File: src/verilog/rv_exec_pkg.sv
// data width, ALU/operand/CSR enumerations, major opcodes and machine CSR addresses
package rv_exec_pkg;

  localparam int XLEN = 64;

  typedef enum logic [3:0] {
    ALU_ADD,
    ALU_SUB,
    ALU_SLL,
    ALU_SLT,
    ALU_SLTU,
    ALU_XOR,
    ALU_SRL,
    ALU_SRA,
    ALU_OR,
    ALU_AND,
    ALU_PASS_B
  } alu_op_e;

  typedef enum logic [1:0] {
    SRC2_RS2,
    SRC2_IMM,
    SRC2_FOUR
  } src2_sel_e;

  // immediate forms are marked by a separate flag
  typedef enum logic [2:0] {
    CSR_OP_NONE,
    CSR_OP_RW,
    CSR_OP_RS,
    CSR_OP_RC
  } csr_op_e;

  localparam logic [11:0] CSR_MSTATUS = 12'h300;
  localparam logic [11:0] CSR_MTVEC   = 12'h305;
  localparam logic [11:0] CSR_MEPC    = 12'h341;
  localparam logic [11:0] CSR_MCAUSE  = 12'h342;

  localparam logic [6:0] OPC_OP        = 7'b0110011;
  localparam logic [6:0] OPC_OP_IMM    = 7'b0010011;
  localparam logic [6:0] OPC_OP_32     = 7'b0111011;
  localparam logic [6:0] OPC_OP_IMM_32 = 7'b0011011;
  localparam logic [6:0] OPC_LUI       = 7'b0110111;
  localparam logic [6:0] OPC_AUIPC     = 7'b0010111;
  localparam logic [6:0] OPC_JAL       = 7'b1101111;
  localparam logic [6:0] OPC_JALR      = 7'b1100111;
  localparam logic [6:0] OPC_SYSTEM    = 7'b1110011;

endpackage
File: src/verilog/rv_gpr_file.sv
// general register file, 32 x 64 bit, two read ports, x0 reads zero
`timescale 1ns/100ps

module rv_gpr_file (
  input  logic                         i_clk,
  input  logic                         i_rst_n,
  input  logic [4:0]                   i_raddr1,
  input  logic [4:0]                   i_raddr2,
  output logic [rv_exec_pkg::XLEN-1:0] o_rdata1,
  output logic [rv_exec_pkg::XLEN-1:0] o_rdata2,
  input  logic                         i_we,
  input  logic [4:0]                   i_waddr,
  input  logic [rv_exec_pkg::XLEN-1:0] i_wdata
);
  import rv_exec_pkg::*;

  // x0 has no storage
  logic [XLEN-1:0] regs [1:31];

  always_ff @(posedge i_clk or negedge i_rst_n) begin
    if (!i_rst_n) begin
      for (int i = 1; i < 32; i++) begin
        regs[i] <= '0;
      end
    end else if (i_we && i_waddr != 5'd0) begin
      regs[i_waddr] <= i_wdata;
    end
  end

  assign o_rdata1 = (i_raddr1 == 5'd0) ? '0 : regs[i_raddr1];
  assign o_rdata2 = (i_raddr2 == 5'd0) ? '0 : regs[i_raddr2];

endmodule

File: config.mk
export PLATFORM = sky130hd
export DESIGN_NAME = rv_gpr_file
export DESIGN_NICKNAME = d
export VERILOG_FILES = /design/src/verilog/rv_exec_pkg.sv /design/src/verilog/rv_gpr_file.sv
export SDC_FILE = /design/constraint.sdc
export NUM_CORES = 2
export LEC_CHECK = 0
export BUFFER_PORTS_ARGS = -buffer_cell sky130_fd_sc_hd__buf_2
export CAP_MARGIN = 20
export CORE_MARGIN = 3
export CORE_UTILIZATION = 58
export DETAILED_ROUTE_END_ITERATION = 12
export HOLD_SLACK_MARGIN = 0.08
export PLACE_DENSITY = 0.75
export SYNTH_ARGS = -nofsm -noshare
export SYNTH_HDL_FRONTEND = slang
export SYNTH_SLANG_ARGS = --single-unit
File: constraint.sdc
create_clock -name i_clk -period 1.7 [get_ports i_clk]
set_input_delay 0.085 -clock i_clk [delete_from_list [all_inputs] [get_ports i_clk]]
set_output_delay 0.085 -clock i_clk [all_outputs]
set_load 0.005 [all_outputs]
# [After elaboration in Yosys (flattened, before gate mapping)]
# Index checks and enable logic that the tools add are counted.
[totals] reg_bits=1984 input_bits=82 output_inout_bits=128 elab_cells=54
[op_classes] order_cmp=4 n_mux=11 n_bitwise=3 n_reduce_logical=5
[op_table] operator="$bwmux 1984" count=1
[op_table] operator="$bmux 64 s5" count=2
[op_table] operator="$mux 64" count=7
[op_table] operator="$demux 64 s5" count=1
[op_table] operator="$ge 6x6->1 const B" count=3
[op_table] operator="$not 5->6" count=3
[op_table] operator="$logic_not 5->1" count=2
[op_table] operator="$lt 6x1->1 const B" count=1
[op_table] operator="$reduce_bool 5->1" count=1
[op_table] operator="$logic_and 1x1->1" count=2

# [Logic depth before layout (Yosys ltp)]
[logic_depth] ltp_word=6 mapped_depth=10 ltp_nobuf=5

# [Least setup slack after synthesis]
# No wires, ideal clock.
[synth_path] path_kind="input -> output" start="in i_raddr2[1]" end="out o_rdata2[5] in the netlist's numbering" arrival_time_ns=1.742 required_time_ns=1.615 setup_slack_ns=-0.127 cell_stages=8 path_buffers=4 path_cell_list="buf_2 buf_2 buf_2 buf_1 mux4_2 mux2_2 o211ai_1 o21ai_0"
[synth_via] elab_chain_cells=5 word_cells_on_any_way=6 cone_classes="4 x mux; 1 x bitwise; 1 x reduce/logical"
[synth_rtl] element="start, declared" line_no="rv_gpr_file.sv:8" rtl="input logic [4:0] i_raddr2,"
[synth_rtl] element="$not 5->6 (not written as such)" line_no="rv_gpr_file.sv:31" rtl="assign o_rdata2 = (i_raddr2 == 5'd0) ? '0 : regs[i_raddr2];"
[synth_rtl] element="$bmux 64 s5" line_no="rv_gpr_file.sv:31"
[synth_rtl] element="$mux 64 (not written as such) (2 in a row)" line_no="rv_gpr_file.sv:31"
[synth_rtl] element="$mux 64 *" line_no="rv_gpr_file.sv:31"
[synth_rtl] element="end, declared" line_no="rv_gpr_file.sv:10" rtl="output logic [rv_exec_pkg::XLEN-1:0] o_rdata2,"
# Mark *: on every way between the ends. The rest lies on a longest branch, timed or not. The select of a mux whose other input is x is not followed.

# [Worst setup path after layout]
[layout_path] start="reg regs[824] in the netlist's numbering" end="out o_rdata2[56] in the netlist's numbering"
[layout_via] elab_chain_cells=4
[layout_rtl] element="start, declared" line_no="rv_gpr_file.sv:18" rtl="logic [XLEN-1:0] regs [1:31];"
[layout_rtl] element="start signal, assigned by index" line_no="rv_gpr_file.sv:26" rtl="regs[i_waddr] <= i_wdata;"
[layout_rtl] element="$bmux 64 s5" line_no="rv_gpr_file.sv:31"
[layout_rtl] element="$mux 64 (not written as such) (2 in a row)" line_no="rv_gpr_file.sv:31"
[layout_rtl] element="$mux 64" line_no="rv_gpr_file.sv:31"
# No other way between the ends. The select of a mux whose other input is x is not followed.

==> flow_results.xml <==
<?xml version="1.0" encoding="UTF-8"?>
<metrics>
  <group name="yosys">
    <metric name="seq_area_frac_synth" unit="%">46.55</metric>
    <metric name="synth_cell_types" unit="">44</metric>
    <metric name="synth.yosys.warnings" unit="">0</metric>
    <metric name="syn_inst" unit="">7449</metric>
    <metric name="asyncSetResetFlopFracSynth" unit="%">100.0</metric>
    <metric name="synthFlopType" unit="">dfrtp_1</metric>
    <metric name="number_of_enable_flip_flop_cells_after_synthesis" unit="">0</metric>
    <metric name="ys_ff_latch" unit="">1984</metric>
    <metric name="avgSynthCellArea" unit="um2">14.32</metric>
    <metric name="synth.net_count" unit="">7531</metric>
    <metric name="synth_area" unit="um2">106700</metric>
  </group>
  <group name="global_route">
    <metric name="grt_overflow_total" unit="">0</metric>
    <metric name="antenna_found_initial" unit="">14</metric>
    <metric name="grt_first_pass_wirelength" unit="um">527700</metric>
    <metric name="gr_usage_total" unit="%">37.05</metric>
    <metric name="grt_max_degree" unit="">104</metric>
    <metric name="first_global_vias" unit="">80470</metric>
  </group>
  <group name="power_and_ir_drop">
    <metric name="pwr_density_cell" unit="nW/um2">1118</metric>
    <metric name="finalPower" unit="uW">146500</metric>
    <metric name="peakVddDrop" unit="mV">0.9126</metric>
    <metric name="p_leak" unit="uW">0.05884</metric>
  </group>
  <group name="timing">
    <metric name="timing.final.max_slew_violations" unit="">0</metric>
    <metric name="setup_tns" unit="ps">-110660</metric>
    <metric name="hold_viol" unit="">0</metric>
    <metric name="rsz0062_at_grt" unit="">yes</metric>
    <metric name="finalClockSkew" unit="ps">0</metric>
    <metric name="max_clock_freq" unit="MHz">362.8</metric>
    <metric name="finalHoldWorstSlack" unit="ps">375.4</metric>
    <metric name="finalWorstSetupSlack" unit="ps">-1057</metric>
    <metric name="setup_viol" unit="">128</metric>
    <metric name="period_share" unit="%">162.2</metric>
    <metric name="finalCriticalPeriod" unit="ps">2757</metric>
    <metric name="max-slew-margin-rel" unit="%">51.27</metric>
    <metric name="max_slew.worst_pin.slew" unit="ps">729.5</metric>
  </group>
  <group name="setup_path">
    <metric name="r2r_start" unit="">regs[1538]</metric>
    <metric name="maximum_fanout_along_the_worst_path" unit="">2</metric>
    <metric name="critical-path-max-stage-delay" unit="ps">490</metric>
    <metric name="crit_path_start_kind" unit="">flop</metric>
    <metric name="timing.critical_path.arrival" unit="ps">2670</metric>
    <metric name="reg2reg_slack" unit="ps">580</metric>
    <metric name="criticalPathCategory" unit="">flop to primary output</metric>
    <metric name="reg2reg_depth" unit="">4</metric>
    <metric name="end_kind" unit="">primary output</metric>
    <metric name="worst_r2r_endpoint" unit="">regs[1538]</metric>
    <metric name="cp_cell_sequence" unit="">mux4_2 -&gt; mux2_4 -&gt; o211ai_1 -&gt; o21ai_1 -&gt; buf_4 -&gt; buf_6</metric>
    <metric name="critical-path-slowest-cell" unit="">mux4_2</metric>
    <metric name="worst_ep_required_time" unit="ps">1620</metric>
  </group>
  <group name="clock_tree">
    <metric name="cts_buffer_depth" unit="">3</metric>
    <metric name="cts_buffers" unit="">208</metric>
    <metric name="clkLatencyLatePin" unit="ps">870</metric>
    <metric name="clkTransAtPathRegs" unit="ps">60</metric>
    <metric name="cts_tree" unit="">done</metric>
    <metric name="clock_tree.root_cell" unit="">clkbuf_16</metric>
    <metric name="cts_htree_levels" unit="">4</metric>
    <metric name="numClockSinks" unit="">1984</metric>
  </group>
  <group name="place">
    <metric name="place.gp.congestion" unit="">0.9015</metric>
    <metric name="place.detailed.hpwl" unit="um">233500</metric>
    <metric name="dp_worst_setup_slack" unit="ps">-684.8</metric>
    <metric name="numPlacedInstances" unit="">10550</metric>
    <metric name="io_buffers" unit="">209</metric>
  </group>
  <group name="die">
    <metric name="chip_width" unit="um">434.8</metric>
    <metric name="initial_utilization" unit="%">58.70</metric>
    <metric name="pin_count" unit="">210</metric>
    <metric name="floorplan.die.height" unit="um">434.8</metric>
    <metric name="num_rows" unit="">156</metric>
    <metric name="die_area" unit="um2">189100</metric>
    <metric name="core-area" unit="um2">181700</metric>
  </group>
  <group name="drt">
    <metric name="dr_total_vias" unit="">76610</metric>
    <metric name="drtIter0Drc" unit="">8625</metric>
    <metric name="firstDrtPassIters" unit="">9</metric>
    <metric name="total_wire_length_after_detailed_routing" unit="um">352800</metric>
    <metric name="detail_route.vias_per_cell" unit="">6.912</metric>
    <metric name="route.detailed.wl_per_inst" unit="um">31.83</metric>
    <metric name="drc" unit="">0</metric>
    <metric name="final_antenna_net_count" unit="">0</metric>
  </group>
  <group name="min_path">
    <metric name="hold_class" unit="">primary input to flop</metric>
    <metric name="hold_path_end" unit="">regs[1018]</metric>
    <metric name="min_path_cells" unit="">3</metric>
    <metric name="hold_start" unit="">i_wdata[58]</metric>
  </group>
  <group name="cells_and_area">
    <metric name="ff_latch_area" unit="um2">49650</metric>
    <metric name="final_layout_size_suffix_gt1_share" unit="%">58.12</metric>
    <metric name="layoutNonFillerInstCount" unit="">11080</metric>
    <metric name="syn2layout_area_growth" unit="%">22.83</metric>
    <metric name="final_common_cell" unit="">mux2_2</metric>
    <metric name="registers.top_by_ff_count" unit="">regs</metric>
    <metric name="largestRegisters" unit="">regs: 1984 flops</metric>
    <metric name="final_cell_mix" unit="">2139 x mux2_2, 1984 x dfrtp_1, 919 x buf_4</metric>
    <metric name="multiInputGateArea" unit="um2">54760</metric>
    <metric name="nNetsFinal" unit="">8524</metric>
    <metric name="largest_reg_flops" unit="">1984</metric>
    <metric name="fillCellCount" unit="">11290</metric>
  </group>
  <group name="status">
    <metric name="status" unit="">finished with violations</metric>
    <metric name="violations" unit="">negative setup slack</metric>
  </group>
  <group name="run">
    <metric name="maxCapViolCount" unit="">0</metric>
  </group>
</metrics>
## what timing repair did
| action | CTS | global route |
|---|---|---|
| setup buffers | 50 | 24 |
| pin swaps | 108 | 66 |
| endpoints found under the hold margin | 3968 | 0 |
| hold buffers | 73 | 0 |
| endpoints found under the setup margin | 128 | 131 |
| resized for setup | 249 | 101 |
## cell families (layout without fill, tap and decap cells)
logic type      after synthesis  in the layout  share of synthesized area, %
buf+inv                     803           1979                         3.370
compound gates              651            651                         4.212
mux                        3391           3391                         43.18
flops                      1984           1984                         46.55
other cells                   0             10                             0
simple gates                620            620                         2.691
## through the flow
step           area, um2  util (%)
6_report          131000     72.10
5_1_grt           131000     72.10
4_1_cts           130400     71.76
3_5_place_dp      121400     66.78
3_3_place_gp      121400     66.78
2_1_floorplan     106800         -
## critical path, delay by kind of cell (launching register included)
family,cells,cell delay (ps)
mux,2,780
buf+inv,2,320
flops,1,400
compound gates,2,300
## metal layers
metal | vias up | part of all wire (%) | GRT usage (%)
li1 | 30530 | - | -
met2 | 4503 | 46 | 57.23
met3 | 1191 | 9.7 | 8.641
met4 | 2 | 6.4 | 20.65
met1 | 40380 | 38 | 48.69
met5 | - | 0.0037 | 0
## worst max-delay path by stage
stage	cells after the start	endpoint	start
after floorplan	7	o_rdata1[38]	i_raddr1[0]
after global placement	9	o_rdata2[42]	i_raddr2[0]
after detailed placement	9	o_rdata2[42]	i_raddr2[0]
after CTS	5	o_rdata2[54]	regs[950]
after global routing	5	o_rdata2[54]	regs[822]
final	6	o_rdata2[56]	regs[824]
## report_power, final
group          switching, uW  leakage [uW]  internal [uW]
Sequential              7170        0.0254          56500
Combinational          13800        0.0300          21200
Clock                  20400       0.00352          27400
Total                  41300        0.0588         105000
## area by class of cell
type / count / share of cell area [%]
Clock inverter: 84 / 0.8585
Tap cell: 2449 / 2.339
Inverter: 1 / 0.004775
Sequential cell: 1984 / 37.89
Antenna cell: 10 / 0.01910
Clock buffer: 309 / 4.621
Multi-Input combinational cell: 4662 / 41.79
Timing Repair Buffer: 1585 / 12.47
## synth_stat cells, types with 2 or more instances
library cell  number  share of area, %
clkbuf_1         446               1.6
o211ai_1          79              0.56
a211oi_1           4             0.028
buf_1             49              0.17
nor2b_1          121              0.71
mux2_4             6             0.084
nor2_1            98              0.34
o221ai_1          15              0.12
and3_1             2             0.012
buf_2            251               1.2
a22oi_1           75              0.53
nand2_1          253              0.89
or3_1             16             0.094
a2111oi_0          4             0.033
a211o_1            9             0.074
o32a_1            18              0.17
dfrtp_1         1984                47
nor3_1            88              0.41
mux2i_1          458               4.3
mux2_2          2178                23
nand3_1           19             0.089
buf_6             15              0.16
a21o_1             9             0.063
o21ai_0          105              0.49
o22ai_1            9             0.053
a21oi_1          121              0.57
nor2_2             7             0.041
o22a_1             4             0.033
nand2b_1           8             0.047
a221oi_1         119              0.98
mux4_2           748                16
and2_1             4             0.023
a22o_1             2             0.016
a311oi_1           8             0.066
buf_4             41              0.29
a31oi_1           68              0.40
No activity file was read; power rests on OpenSTA's default activity.
