[config.mk]
export PLATFORM = sky130hd
export DESIGN_NAME = rv_decoder_flat
export DESIGN_NICKNAME = d
export VERILOG_FILES = /design/src/verilog/rv_exec_pkg.sv /design/src/verilog/rv_ctrl_if.sv /design/src/verilog/rv_decoder.sv /design/src/flat_wrapper.sv
export SDC_FILE = /design/constraint.sdc
export NUM_CORES = 1
export LEC_CHECK = 0
export BUFFER_PORTS_ARGS = -buffer_cell sky130_fd_sc_hd__buf_4
export CORE_MARGIN = 10
export CORE_UTILIZATION = 35
export DETAILED_ROUTE_END_ITERATION = 10
export GPL_ROUTABILITY_DRIVEN = 1
export PLACE_DENSITY = 0.84
export RECOVER_POWER = 100
export SLEW_MARGIN = 30
export SYNTH_ARGS = -nofsm -noshare
export SYNTH_HDL_FRONTEND = slang
export SYNTH_SLANG_ARGS = --single-unit
[constraint.sdc]
create_clock -name vclk -period 3.9
set_input_delay 0.78 -clock vclk [all_inputs]
set_output_delay 0.78 -clock vclk [all_outputs]
set_load 0.01 [all_outputs]
[src/verilog/rv_exec_pkg.sv]
// data width, ALU/operand/CSR enumerations, major opcodes and machine CSR addresses
package rv_exec_pkg;

  localparam int XLEN = 64;

  typedef enum logic [3:0] {
    ALU_ADD,
    ALU_SUB,
    ALU_SLL,
    ALU_SLT,
    ALU_SLTU,
    ALU_XOR,
    ALU_SRL,
    ALU_SRA,
    ALU_OR,
    ALU_AND,
    ALU_PASS_B
  } alu_op_e;

  typedef enum logic [1:0] {
    SRC2_RS2,
    SRC2_IMM,
    SRC2_FOUR
  } src2_sel_e;

  // immediate forms are marked by a separate flag
  typedef enum logic [2:0] {
    CSR_OP_NONE,
    CSR_OP_RW,
    CSR_OP_RS,
    CSR_OP_RC
  } csr_op_e;

  localparam logic [11:0] CSR_MSTATUS = 12'h300;
  localparam logic [11:0] CSR_MTVEC   = 12'h305;
  localparam logic [11:0] CSR_MEPC    = 12'h341;
  localparam logic [11:0] CSR_MCAUSE  = 12'h342;

  localparam logic [6:0] OPC_OP        = 7'b0110011;
  localparam logic [6:0] OPC_OP_IMM    = 7'b0010011;
  localparam logic [6:0] OPC_OP_32     = 7'b0111011;
  localparam logic [6:0] OPC_OP_IMM_32 = 7'b0011011;
  localparam logic [6:0] OPC_LUI       = 7'b0110111;
  localparam logic [6:0] OPC_AUIPC     = 7'b0010111;
  localparam logic [6:0] OPC_JAL       = 7'b1101111;
  localparam logic [6:0] OPC_JALR      = 7'b1100111;
  localparam logic [6:0] OPC_SYSTEM    = 7'b1110011;

endpackage
[src/verilog/rv_ctrl_if.sv]
// decoded control bundle from decoder to execute unit
`timescale 1ns/100ps

interface rv_ctrl_if;
  import rv_exec_pkg::*;

  logic            valid;
  logic            src1_pc;
  src2_sel_e       src2_sel;
  alu_op_e         alu_op;
  logic            word_cut;
  csr_op_e         csr_op;
  logic            csr_imm;
  logic [11:0]     csr_addr;
  // for CSR instructions this carries the zero-extended rs1 field
  logic [XLEN-1:0] imm;
  logic [4:0]      rd;
  logic            rd_we;
  logic            ebreak;
  logic            illegal;

  modport dec (
    output valid, src1_pc, src2_sel, alu_op, word_cut, csr_op, csr_imm, csr_addr,
    output imm, rd, rd_we, ebreak, illegal
  );

  modport exu (
    input valid, src1_pc, src2_sel, alu_op, word_cut, csr_op, csr_imm, csr_addr,
    input imm, rd, rd_we, ebreak, illegal
  );

endinterface

[src/verilog/rv_decoder.sv]
// instruction decoder for immediates, register numbers, control fields and illegal detection
`timescale 1ns/100ps

module rv_decoder (
  input  logic [31:0] i_inst,
  input  logic        i_valid,
  output logic [4:0]  o_rs1,
  output logic [4:0]  o_rs2,
  rv_ctrl_if.dec      ctrl
);
  import rv_exec_pkg::*;

  logic [6:0]      opcode;
  logic [2:0]      funct3;
  logic [6:0]      funct7;
  logic            f7_ok;
  logic [XLEN-1:0] imm_i;
  logic [XLEN-1:0] imm_u;
  logic [XLEN-1:0] imm_j;

  function automatic alu_op_e alu_from_f3(input logic [2:0] f3, input logic alt);
    case (f3)
      3'b000:  return alt ? ALU_SUB : ALU_ADD;
      3'b001:  return ALU_SLL;
      3'b010:  return ALU_SLT;
      3'b011:  return ALU_SLTU;
      3'b100:  return ALU_XOR;
      3'b101:  return alt ? ALU_SRA : ALU_SRL;
      3'b110:  return ALU_OR;
      default: return ALU_AND;
    endcase
  endfunction

  assign opcode = i_inst[6:0];
  assign funct3 = i_inst[14:12];
  assign funct7 = i_inst[31:25];

  assign imm_i = {{(XLEN-12){i_inst[31]}}, i_inst[31:20]};
  assign imm_u = {{(XLEN-32){i_inst[31]}}, i_inst[31:12], 12'b0};
  assign imm_j = {{(XLEN-21){i_inst[31]}}, i_inst[31], i_inst[19:12], i_inst[20],
                  i_inst[30:21], 1'b0};

  // funct7 may only select sub or sra
  assign f7_ok = (funct7 == 7'b0) ||
                 (funct7 == 7'b0100000 && (funct3 == 3'b000 || funct3 == 3'b101));

  assign o_rs1         = i_inst[19:15];
  assign o_rs2         = i_inst[24:20];
  assign ctrl.valid    = i_valid;
  assign ctrl.rd       = i_inst[11:7];
  assign ctrl.csr_addr = i_inst[31:20];

  always_comb begin
    ctrl.src1_pc  = 1'b0;
    ctrl.src2_sel = SRC2_RS2;
    ctrl.alu_op   = ALU_ADD;
    ctrl.word_cut = 1'b0;
    ctrl.csr_op   = CSR_OP_NONE;
    ctrl.csr_imm  = 1'b0;
    ctrl.imm      = imm_i;
    ctrl.rd_we    = 1'b1;
    ctrl.ebreak   = 1'b0;
    ctrl.illegal  = 1'b0;
    case (opcode)
      OPC_OP, OPC_OP_32: begin
        ctrl.word_cut = (opcode == OPC_OP_32);
        ctrl.alu_op   = alu_from_f3(funct3, funct7[5]);
        ctrl.illegal  = !f7_ok ||
                        (ctrl.word_cut && !(funct3 inside {3'b000, 3'b001, 3'b101}));
      end
      OPC_OP_IMM: begin
        ctrl.src2_sel = SRC2_IMM;
        ctrl.alu_op   = alu_from_f3(funct3, funct3 == 3'b101 && i_inst[30]);
        // 6-bit shift amount leaves only inst[31:26] as the funct field
        if (funct3 == 3'b001) begin
          ctrl.illegal = (i_inst[31:26] != 6'b0);
        end else if (funct3 == 3'b101) begin
          ctrl.illegal = !(i_inst[31:26] inside {6'b000000, 6'b010000});
        end
      end
      OPC_OP_IMM_32: begin
        ctrl.src2_sel = SRC2_IMM;
        ctrl.word_cut = 1'b1;
        ctrl.alu_op   = alu_from_f3(funct3, funct3 == 3'b101 && i_inst[30]);
        ctrl.illegal  = !(funct3 == 3'b000 || (funct3 == 3'b001 && funct7 == 7'b0) ||
                          (funct3 == 3'b101 && f7_ok));
      end
      OPC_LUI: begin
        ctrl.src2_sel = SRC2_IMM;
        ctrl.alu_op   = ALU_PASS_B;
        ctrl.imm      = imm_u;
      end
      OPC_AUIPC: begin
        ctrl.src1_pc  = 1'b1;
        ctrl.src2_sel = SRC2_IMM;
        ctrl.imm      = imm_u;
      end
      OPC_JAL: begin
        ctrl.src1_pc  = 1'b1;
        ctrl.src2_sel = SRC2_FOUR;
        ctrl.imm      = imm_j;
      end
      OPC_JALR: begin
        ctrl.src1_pc  = 1'b1;
        ctrl.src2_sel = SRC2_FOUR;
        ctrl.illegal  = (funct3 != 3'b000);
      end
      OPC_SYSTEM: begin
        ctrl.imm     = {{(XLEN-5){1'b0}}, i_inst[19:15]};
        ctrl.csr_imm = funct3[2];
        case (funct3[1:0])
          2'b01:   ctrl.csr_op = CSR_OP_RW;
          2'b10:   ctrl.csr_op = CSR_OP_RS;
          2'b11:   ctrl.csr_op = CSR_OP_RC;
          default: ctrl.csr_op = CSR_OP_NONE;
        endcase
        if (funct3 == 3'b000) begin
          ctrl.rd_we   = 1'b0;
          ctrl.ebreak  = (i_inst == 32'h0010_0073);
          ctrl.illegal = (i_inst != 32'h0010_0073);
        end else if (funct3 == 3'b100) begin
          ctrl.illegal = 1'b1;
        end
      end
      default: ctrl.illegal = 1'b1;
    endcase
  end

endmodule

[src/flat_wrapper.sv]
// flat-port wrapper written by rule: the top's interface ports become plain ports
module rv_decoder_flat import rv_exec_pkg::*;
  (i_inst, i_valid, o_rs1, o_rs2, ctrl_valid, ctrl_src1_pc, ctrl_src2_sel, ctrl_alu_op, ctrl_word_cut, ctrl_csr_op, ctrl_csr_imm, ctrl_csr_addr, ctrl_imm, ctrl_rd, ctrl_rd_we, ctrl_ebreak, ctrl_illegal);
  rv_ctrl_if ctrl_i ();
  input  logic [31:0] i_inst;
  input  logic i_valid;
  output logic [4:0] o_rs1;
  output logic [4:0] o_rs2;
  output wire logic [$bits(ctrl_i.valid)-1:0] ctrl_valid;
  output wire logic [$bits(ctrl_i.src1_pc)-1:0] ctrl_src1_pc;
  output wire logic [$bits(ctrl_i.src2_sel)-1:0] ctrl_src2_sel;
  output wire logic [$bits(ctrl_i.alu_op)-1:0] ctrl_alu_op;
  output wire logic [$bits(ctrl_i.word_cut)-1:0] ctrl_word_cut;
  output wire logic [$bits(ctrl_i.csr_op)-1:0] ctrl_csr_op;
  output wire logic [$bits(ctrl_i.csr_imm)-1:0] ctrl_csr_imm;
  output wire logic [$bits(ctrl_i.csr_addr)-1:0] ctrl_csr_addr;
  output wire logic [$bits(ctrl_i.imm)-1:0] ctrl_imm;
  output wire logic [$bits(ctrl_i.rd)-1:0] ctrl_rd;
  output wire logic [$bits(ctrl_i.rd_we)-1:0] ctrl_rd_we;
  output wire logic [$bits(ctrl_i.ebreak)-1:0] ctrl_ebreak;
  output wire logic [$bits(ctrl_i.illegal)-1:0] ctrl_illegal;
  assign ctrl_valid = ctrl_i.valid;
  assign ctrl_src1_pc = ctrl_i.src1_pc;
  assign ctrl_src2_sel = ctrl_i.src2_sel;
  assign ctrl_alu_op = ctrl_i.alu_op;
  assign ctrl_word_cut = ctrl_i.word_cut;
  assign ctrl_csr_op = ctrl_i.csr_op;
  assign ctrl_csr_imm = ctrl_i.csr_imm;
  assign ctrl_csr_addr = ctrl_i.csr_addr;
  assign ctrl_imm = ctrl_i.imm;
  assign ctrl_rd = ctrl_i.rd;
  assign ctrl_rd_we = ctrl_i.rd_we;
  assign ctrl_ebreak = ctrl_i.ebreak;
  assign ctrl_illegal = ctrl_i.illegal;
  rv_decoder u_core (.i_inst(i_inst), .i_valid(i_valid), .o_rs1(o_rs1), .o_rs2(o_rs2), .ctrl(ctrl_i));
endmodule
# Word level (Yosys, flattened, before mapping)
# Index checks and enable logic that the tools add are counted.
# Widths: inputs -> output; s select.
# totals
elab_cells,73
inputBits,33
output_inout_bits,107
ff_bits,0
# classes
n_reduce_logical,28
eq_ne,22
n_mux,23
# ops
cell,count
$pmux 64 s3,1
$pmux 4 s7,2
$eq 32x21->1 const B,1
$ne 32x21->1 const B,1
$eq 7x6->1 const B,4
$eq 7x5->1 const B,3
$eq 7x7->1 const B,3
$mux 1,14
$pmux 4 s3,1
$eq 3x3->1 const B,3
$reduce_or 2->1,4
$logic_not 7->1,1
$eq 3x2->1 const B,2
$eq 6x5->1 const B,1
$logic_not 6->1,1
$pmux 1 s6,1
$pmux 2 s3,1
$reduce_bool 3->1,2
$reduce_bool 6->1,1
$reduce_or 3->1,2
$logic_and 1x1->1,5
$logic_or 1x1->1,5
$eq 2x2->1 const B,2
$logic_not 1->1,4
8 further kinds,8

# Logic depth before layout (Yosys ltp)
# Gate-level depths: netlist (run 1).
# logic_depth
ltp_word,8
mapped_depth,7
depth_no_buf,5

# Worst setup path after synthesis (run 1)
# Ideal clock, no wire load.
# synth_path
path_kind,in2out
startpoint,in i_inst[3]
endpoint,out ctrl_imm[32]
path_stages,5
slack_ps,262
path_buffers,2
required_ps,3120
t_arrival_ps,2858
path_cell_list,clkbuf_1 > nor3b_1 > and3_1 > nor2b_1 > buf_4
# synth_between
elab_chain_len,3
word_cells_on_any_way,6
classes_between,4 x eq/ne; 1 x mux; 1 x reduce/logical
# synth_lines
element,line_no,rtl
"start, declared",flat_wrapper.sv:5,input logic [31:0] i_inst;
$eq 7x6->1 / $eq 7x5->1 (equally long branches),rv_decoder.sv:64,case (opcode)
$reduce_or 2->1 (no source line),-,
$pmux 64 s3 (*),rv_decoder.sv:64,
"end, declared",flat_wrapper.sv:17,output wire logic [$bits(ctrl_i.imm)-1:0] ctrl_imm;
# Mark *: on every way between the ends. The rest lies on a longest branch, timed or not.

# Worst setup path in the final report (run 1)
# layout_path
startpoint,in i_inst[5]
endpoint,out ctrl_imm[21]
# Same word-level chain as after synthesis.

==> reports/summary.txt, run 1 <==
die width: 78.2 um
fin nets: 277
PostCTS Resize Cnt: 0
fin. max-slew vios: 0
CTS Hold Bufs: 0
Area growth, synth to finish: 21.9%
Cell Area, Synth: 1190 um^2
pre-CTS WS: 0.590 ns
VDD IR max: 0.0501 mV
startpoint types: primary input
Ports: 140
final setup fails: 0
Inst Count DP: 288
vias in the first global route: 1,401
final cell count without fillers: 288
post-DP HPWL: 4350 um
fin util: 0.437
leakage: 0.679 nW
CP Capture Type: output pin
Hold Path Class: in -> out
WL/cell: 18.1 um
largest net degree at the start of global routing: 34
Synth area leader: buf_4
Detailed Routing Iterations Pass 1: 4
cells after synthesis: 173
most frequent cells in the layout: clkbuf_1, buf_4, a21o_1
n_diodes: 0
Layout clock buffers: 0
Sequential Area: 0 um^2
area share of the largest cell type after synthesis: 0.386
final count of hold timing violations: 0
die extent in y: 78.2 um
Total GRT Usage: 0.142
Slew headroom: 0.584
Distinct cells, synth: 34
worst hold stages: 0
max-cap viol count: 0
RSZ-0062 raised after global routing: false
placement row count: 21
total power: 0.168 mW
core box area: 3310 um^2
Critical Setup Path Class: in -> out
crit path max fanout: 11
gpl congestion: 0.829
DRT iter0 DRCs: 38
arrival time at the worst endpoint: 2.74 ns
post-synthesis sequential area ratio: 0
fin crit share: 0.902
Port-buffer cells: 137
min cycle time layout: 3.52 ns
Vias/cell: 4.75
ranking of synthesized cells by area: buf_4, a21o_1, and2_1
most common cell after layout, fill and taps aside: clkbuf_1
syn_nets: 206
Die ar.: 6120 um^2
setup ws final: 0.381 ns
outcome: finished clean
starting density of the core: 0.358
DR vias: 1,368
Ys Warns: 0
num sequential: 0
DRC violations left: 0
Post-CTS Setup Bufs: 0
initial antenna violation count: 0
global route total overflow: 0
Power Dens Cells: 116 nW/um^2
Worst EP required: 3.12 ns
share of post-route cells with drive strength above 1: 0.240
WHS Endpoint: ctrl_valid
setup TNS: 0 ns
# fillers: 443
Avg Cell Area, Syn: 6.86 um^2
first-pass GRT wire length: 7530 um
Worst Tran Pin Value: 0.621 ns
Highest Clock Rate: 284 MHz
WL final: 5210 um
Hold Crit Start: i_valid
Antenna Nets Post-Route: 0
critical path: stages:
cell and delay (ns):
clkbuf_1 0.16, nor2b_1 0.21, mux2_2 0.27, nand2_1 0.06, clkbuf_1 0.40, and2_0 0.55, a21o_1 0.14, clkbuf_1 0.17
report_power, final:
group | switching, mW | total (mW) | internal, mW
registers | 0 | 0 | 0
logic | 0.0983 | 0.168 | 0.0697
clock network | 0 | 0 | 0
metal layers:
layer / GRT usage / wire length [um] / share of wire / vias to the layer above
li1: - / - / - / 678
met2: 0.243 / 2430 / 0.47 / 82
met1: 0.177 / 2270 / 0.43 / 608
met4: 0 / 0 / 0 / 0
met5: 0 / 0 / 0 / -
met3: 0.0524 / 511 / 0.098 / 0
metrics by stage:
| step | hold WS, ns | instance area [um^2] |
|---|---|---|
| 4_1_cts | 1.56 | 1800 |
| 3_3_place_gp | 1.56 | 1800 |
| 3_5_place_dp | 1.56 | 1800 |
| 6_report | 1.56 | 1450 |
| 2_1_floorplan | 1.65 | 1190 |
| 5_1_grt | 1.56 | 1450 |
worst max path at each step:
stage               slack, ns  startpoint      endpoint  depth (start not counted)
floorplan                0.26   i_inst[3]  ctrl_imm[32]                          5
global placement         0.58  i_inst[31]  ctrl_illegal                          7
detailed placement       0.59  i_inst[31]  ctrl_illegal                          7
CTS                      0.57  i_inst[31]  ctrl_illegal                          7
global route             0.20   i_inst[5]  ctrl_imm[30]                          8
finish                   0.38   i_inst[5]  ctrl_imm[21]                          8
cells by family (layout without fill, tap and decap cells):
logic type	count (synthesis)	in the layout	synth area share
buf+inv	73	142	0.427
simple gates	53	53	0.275
compound gates	44	44	0.275
mux	2	2	0.0190
other cells	1	1	0.00316
cell usage after synthesis (2+ instances only):
| master | number |
|---|---|
| buf_4 | 61 |
| a21o_1 | 22 |
| and2_1 | 10 |
| nand2_1 | 8 |
| clkbuf_1 | 7 |
| o21ai_0 | 7 |
| nor2_1 | 5 |
| nor2b_1 | 5 |
| a211oi_1 | 4 |
| a22o_1 | 4 |
| nor3_1 | 4 |
| buf_2 | 3 |
| nand3_1 | 3 |
| nor3b_1 | 3 |
| nor4_1 | 3 |
| a21oi_1 | 2 |
| inv_1 | 2 |
| mux2_2 | 2 |
| nand2b_1 | 2 |
| or3_1 | 2 |
final cells by class:
class	instances	area, um^2	area share
multi-input cells	100	671	0.464
well taps	46	57.6	0.0398
inverters	2	7.51	0.00519
repair buffers	140	711	0.491
(Power assumes the default switching activity.)
==> run 2, diff against run 1 <==
--- a/config.mk
+++ b/config.mk
@@ -7,4 +7,5 @@
 export LEC_CHECK = 0
 export BUFFER_PORTS_ARGS = -buffer_cell sky130_fd_sc_hd__buf_4
+export CAP_MARGIN = 20
 export CORE_MARGIN = 10
 export CORE_UTILIZATION = 35
==> constraint.sdc (replaced) <==
create_clock -name vclk -period 3.9
set_input_delay 0.195 -clock vclk [all_inputs]
set_output_delay 0.195 -clock vclk [all_outputs]
set_load 0.01 [all_outputs]
==> reports/summary.txt, run 2 (synthesis gave the netlist of run 1 again) <==
Area growth, synth to finish: 19.3%
startpoint types: primary input
area of the multi-input gates: 671 um^2
RSZ-0062 raised after global routing: false
vias in the first global route: 1,403
Vias/cell: 4.83
Total GRT Usage: 0.145
Slew headroom: 0.220
crit-path max cell delay: 0.97 ns
min cycle time layout: 2.60 ns
WHS Endpoint: ctrl_valid
Detailed Routing Iterations Pass 1: 4
global route total overflow: 0
# fillers: 461
final setup fails: 0
max-cap viol count: 0
die extent in y: 78.2 um
crit path max fanout: 10
WL/cell: 18.0 um
CTS Hold Bufs: 0
fin crit share: 0.666
fin nets: 275
Hold Crit Start: i_valid
Post-CTS Setup Bufs: 0
core box area: 3310 um^2
share of post-route cells with drive strength above 1: 0.208
most common cell after layout, fill and taps aside: clkbuf_1
DRT iter0 DRCs: 36
final count of hold timing violations: 0
DR vias: 1,381
CP Cell Sequence: clkbuf_1 -> and4b_1 -> nor2b_1 -> a21o_1 -> nor3b_1 -> a31o_2 -> clkbuf_1
starting density of the core: 0.358
post-DP HPWL: 4410 um
fin. max-slew vios: 0
VDD IR max: 0.0417 mV
outcome: finished clean
DRC violations left: 0
die width: 78.2 um
Worst path top cell family by delay: simple AND/OR/NAND/NOR gates
Power Dens Cells: 117 nW/um^2
Buf/Inv on CP: 2
WL final: 5160 um
setup ws final: 1.30 ns
Worst Tran Pin Value: 1.17 ns
num sequential: 0
Port-buffer cells: 137
largest net degree at the start of global routing: 34
CP max-delay cell: nor3b_1
n_diodes: 0
total power: 0.165 mW
pre-CTS WS: 1.80 ns
setup TNS: 0 ns
worst hold stages: 0
CP Capture Type: output pin
leakage: 0.652 nW
PostCTS Resize Cnt: 0
initial antenna violation count: 0
gpl congestion: 0.819
Ports: 140
Hold Path Class: in -> out
Sequential Area: 0 um^2
arrival time at the worst endpoint: 2.40 ns
most frequent cells in the layout: clkbuf_1, buf_4, a21o_1
Highest Clock Rate: 385 MHz
Antenna Nets Post-Route: 0
placement row count: 21
first-pass GRT wire length: 7620 um
Worst EP required: 3.70 ns
Critical Setup Path Class: in -> out
Layout clock buffers: 0
most frequent CP cell: clkbuf_1
Die ar.: 6120 um^2
## run 2: cell types whose count changed in the layout (fill, tap and decap cells not counted), sizes merged
| cell | previous run | this run |
|---|---|---|
| clkbuf | 91 | 95 |
| buf | 49 | 43 |
## run 2: metrics by stage
stage,hold slack (ns),instance area [um^2],utilization,cells
2_1_floorplan,0.482,1190,-,173
3_3_place_gp,0.390,1780,0.539,286
3_5_place_dp,0.390,1790,0.540,286
4_1_cts,0.390,1790,0.540,286
5_1_grt,0.390,1420,0.427,286
6_report,0.390,1420,0.427,286
## run 2: power by group
part / switching, mW / internal, mW
clock: 0 / 0
combinational: 0.0981 / 0.0673
sequential: 0 / 0
total: 0.0981 / 0.0673
## run 2: layout make-up
| type | instances | share of cell area |
|---|---|---|
| timing repair buffer | 138 | 0.480 |
| tap | 46 | 0.0407 |
| multi-input combinational | 100 | 0.474 |
| inverter | 2 | 0.00531 |
## run 2: worst max-delay path by stage
stage | from | end | slack (ns) | depth (start not counted)
2_1_floorplan | i_inst[3] | ctrl_imm[32] | 1.43 | 5
3_3_place_gp | i_inst[5] | ctrl_imm[34] | 1.66 | 5
3_5_place_dp | i_inst[31] | ctrl_illegal | 1.80 | 7
4_1_cts | i_inst[31] | ctrl_illegal | 1.81 | 7
5_1_grt | i_inst[5] | ctrl_imm[11] | 1.10 | 7
6_report | i_inst[5] | ctrl_imm[11] | 1.30 | 7
## run 2: metal layers
layer  track usage  routed length, um  share of wire
met2         0.256               2460           0.48
met4       0.00717                 27         0.0052
met3        0.0524                447          0.087
met1         0.172               2230           0.43
met5             0                  0              0
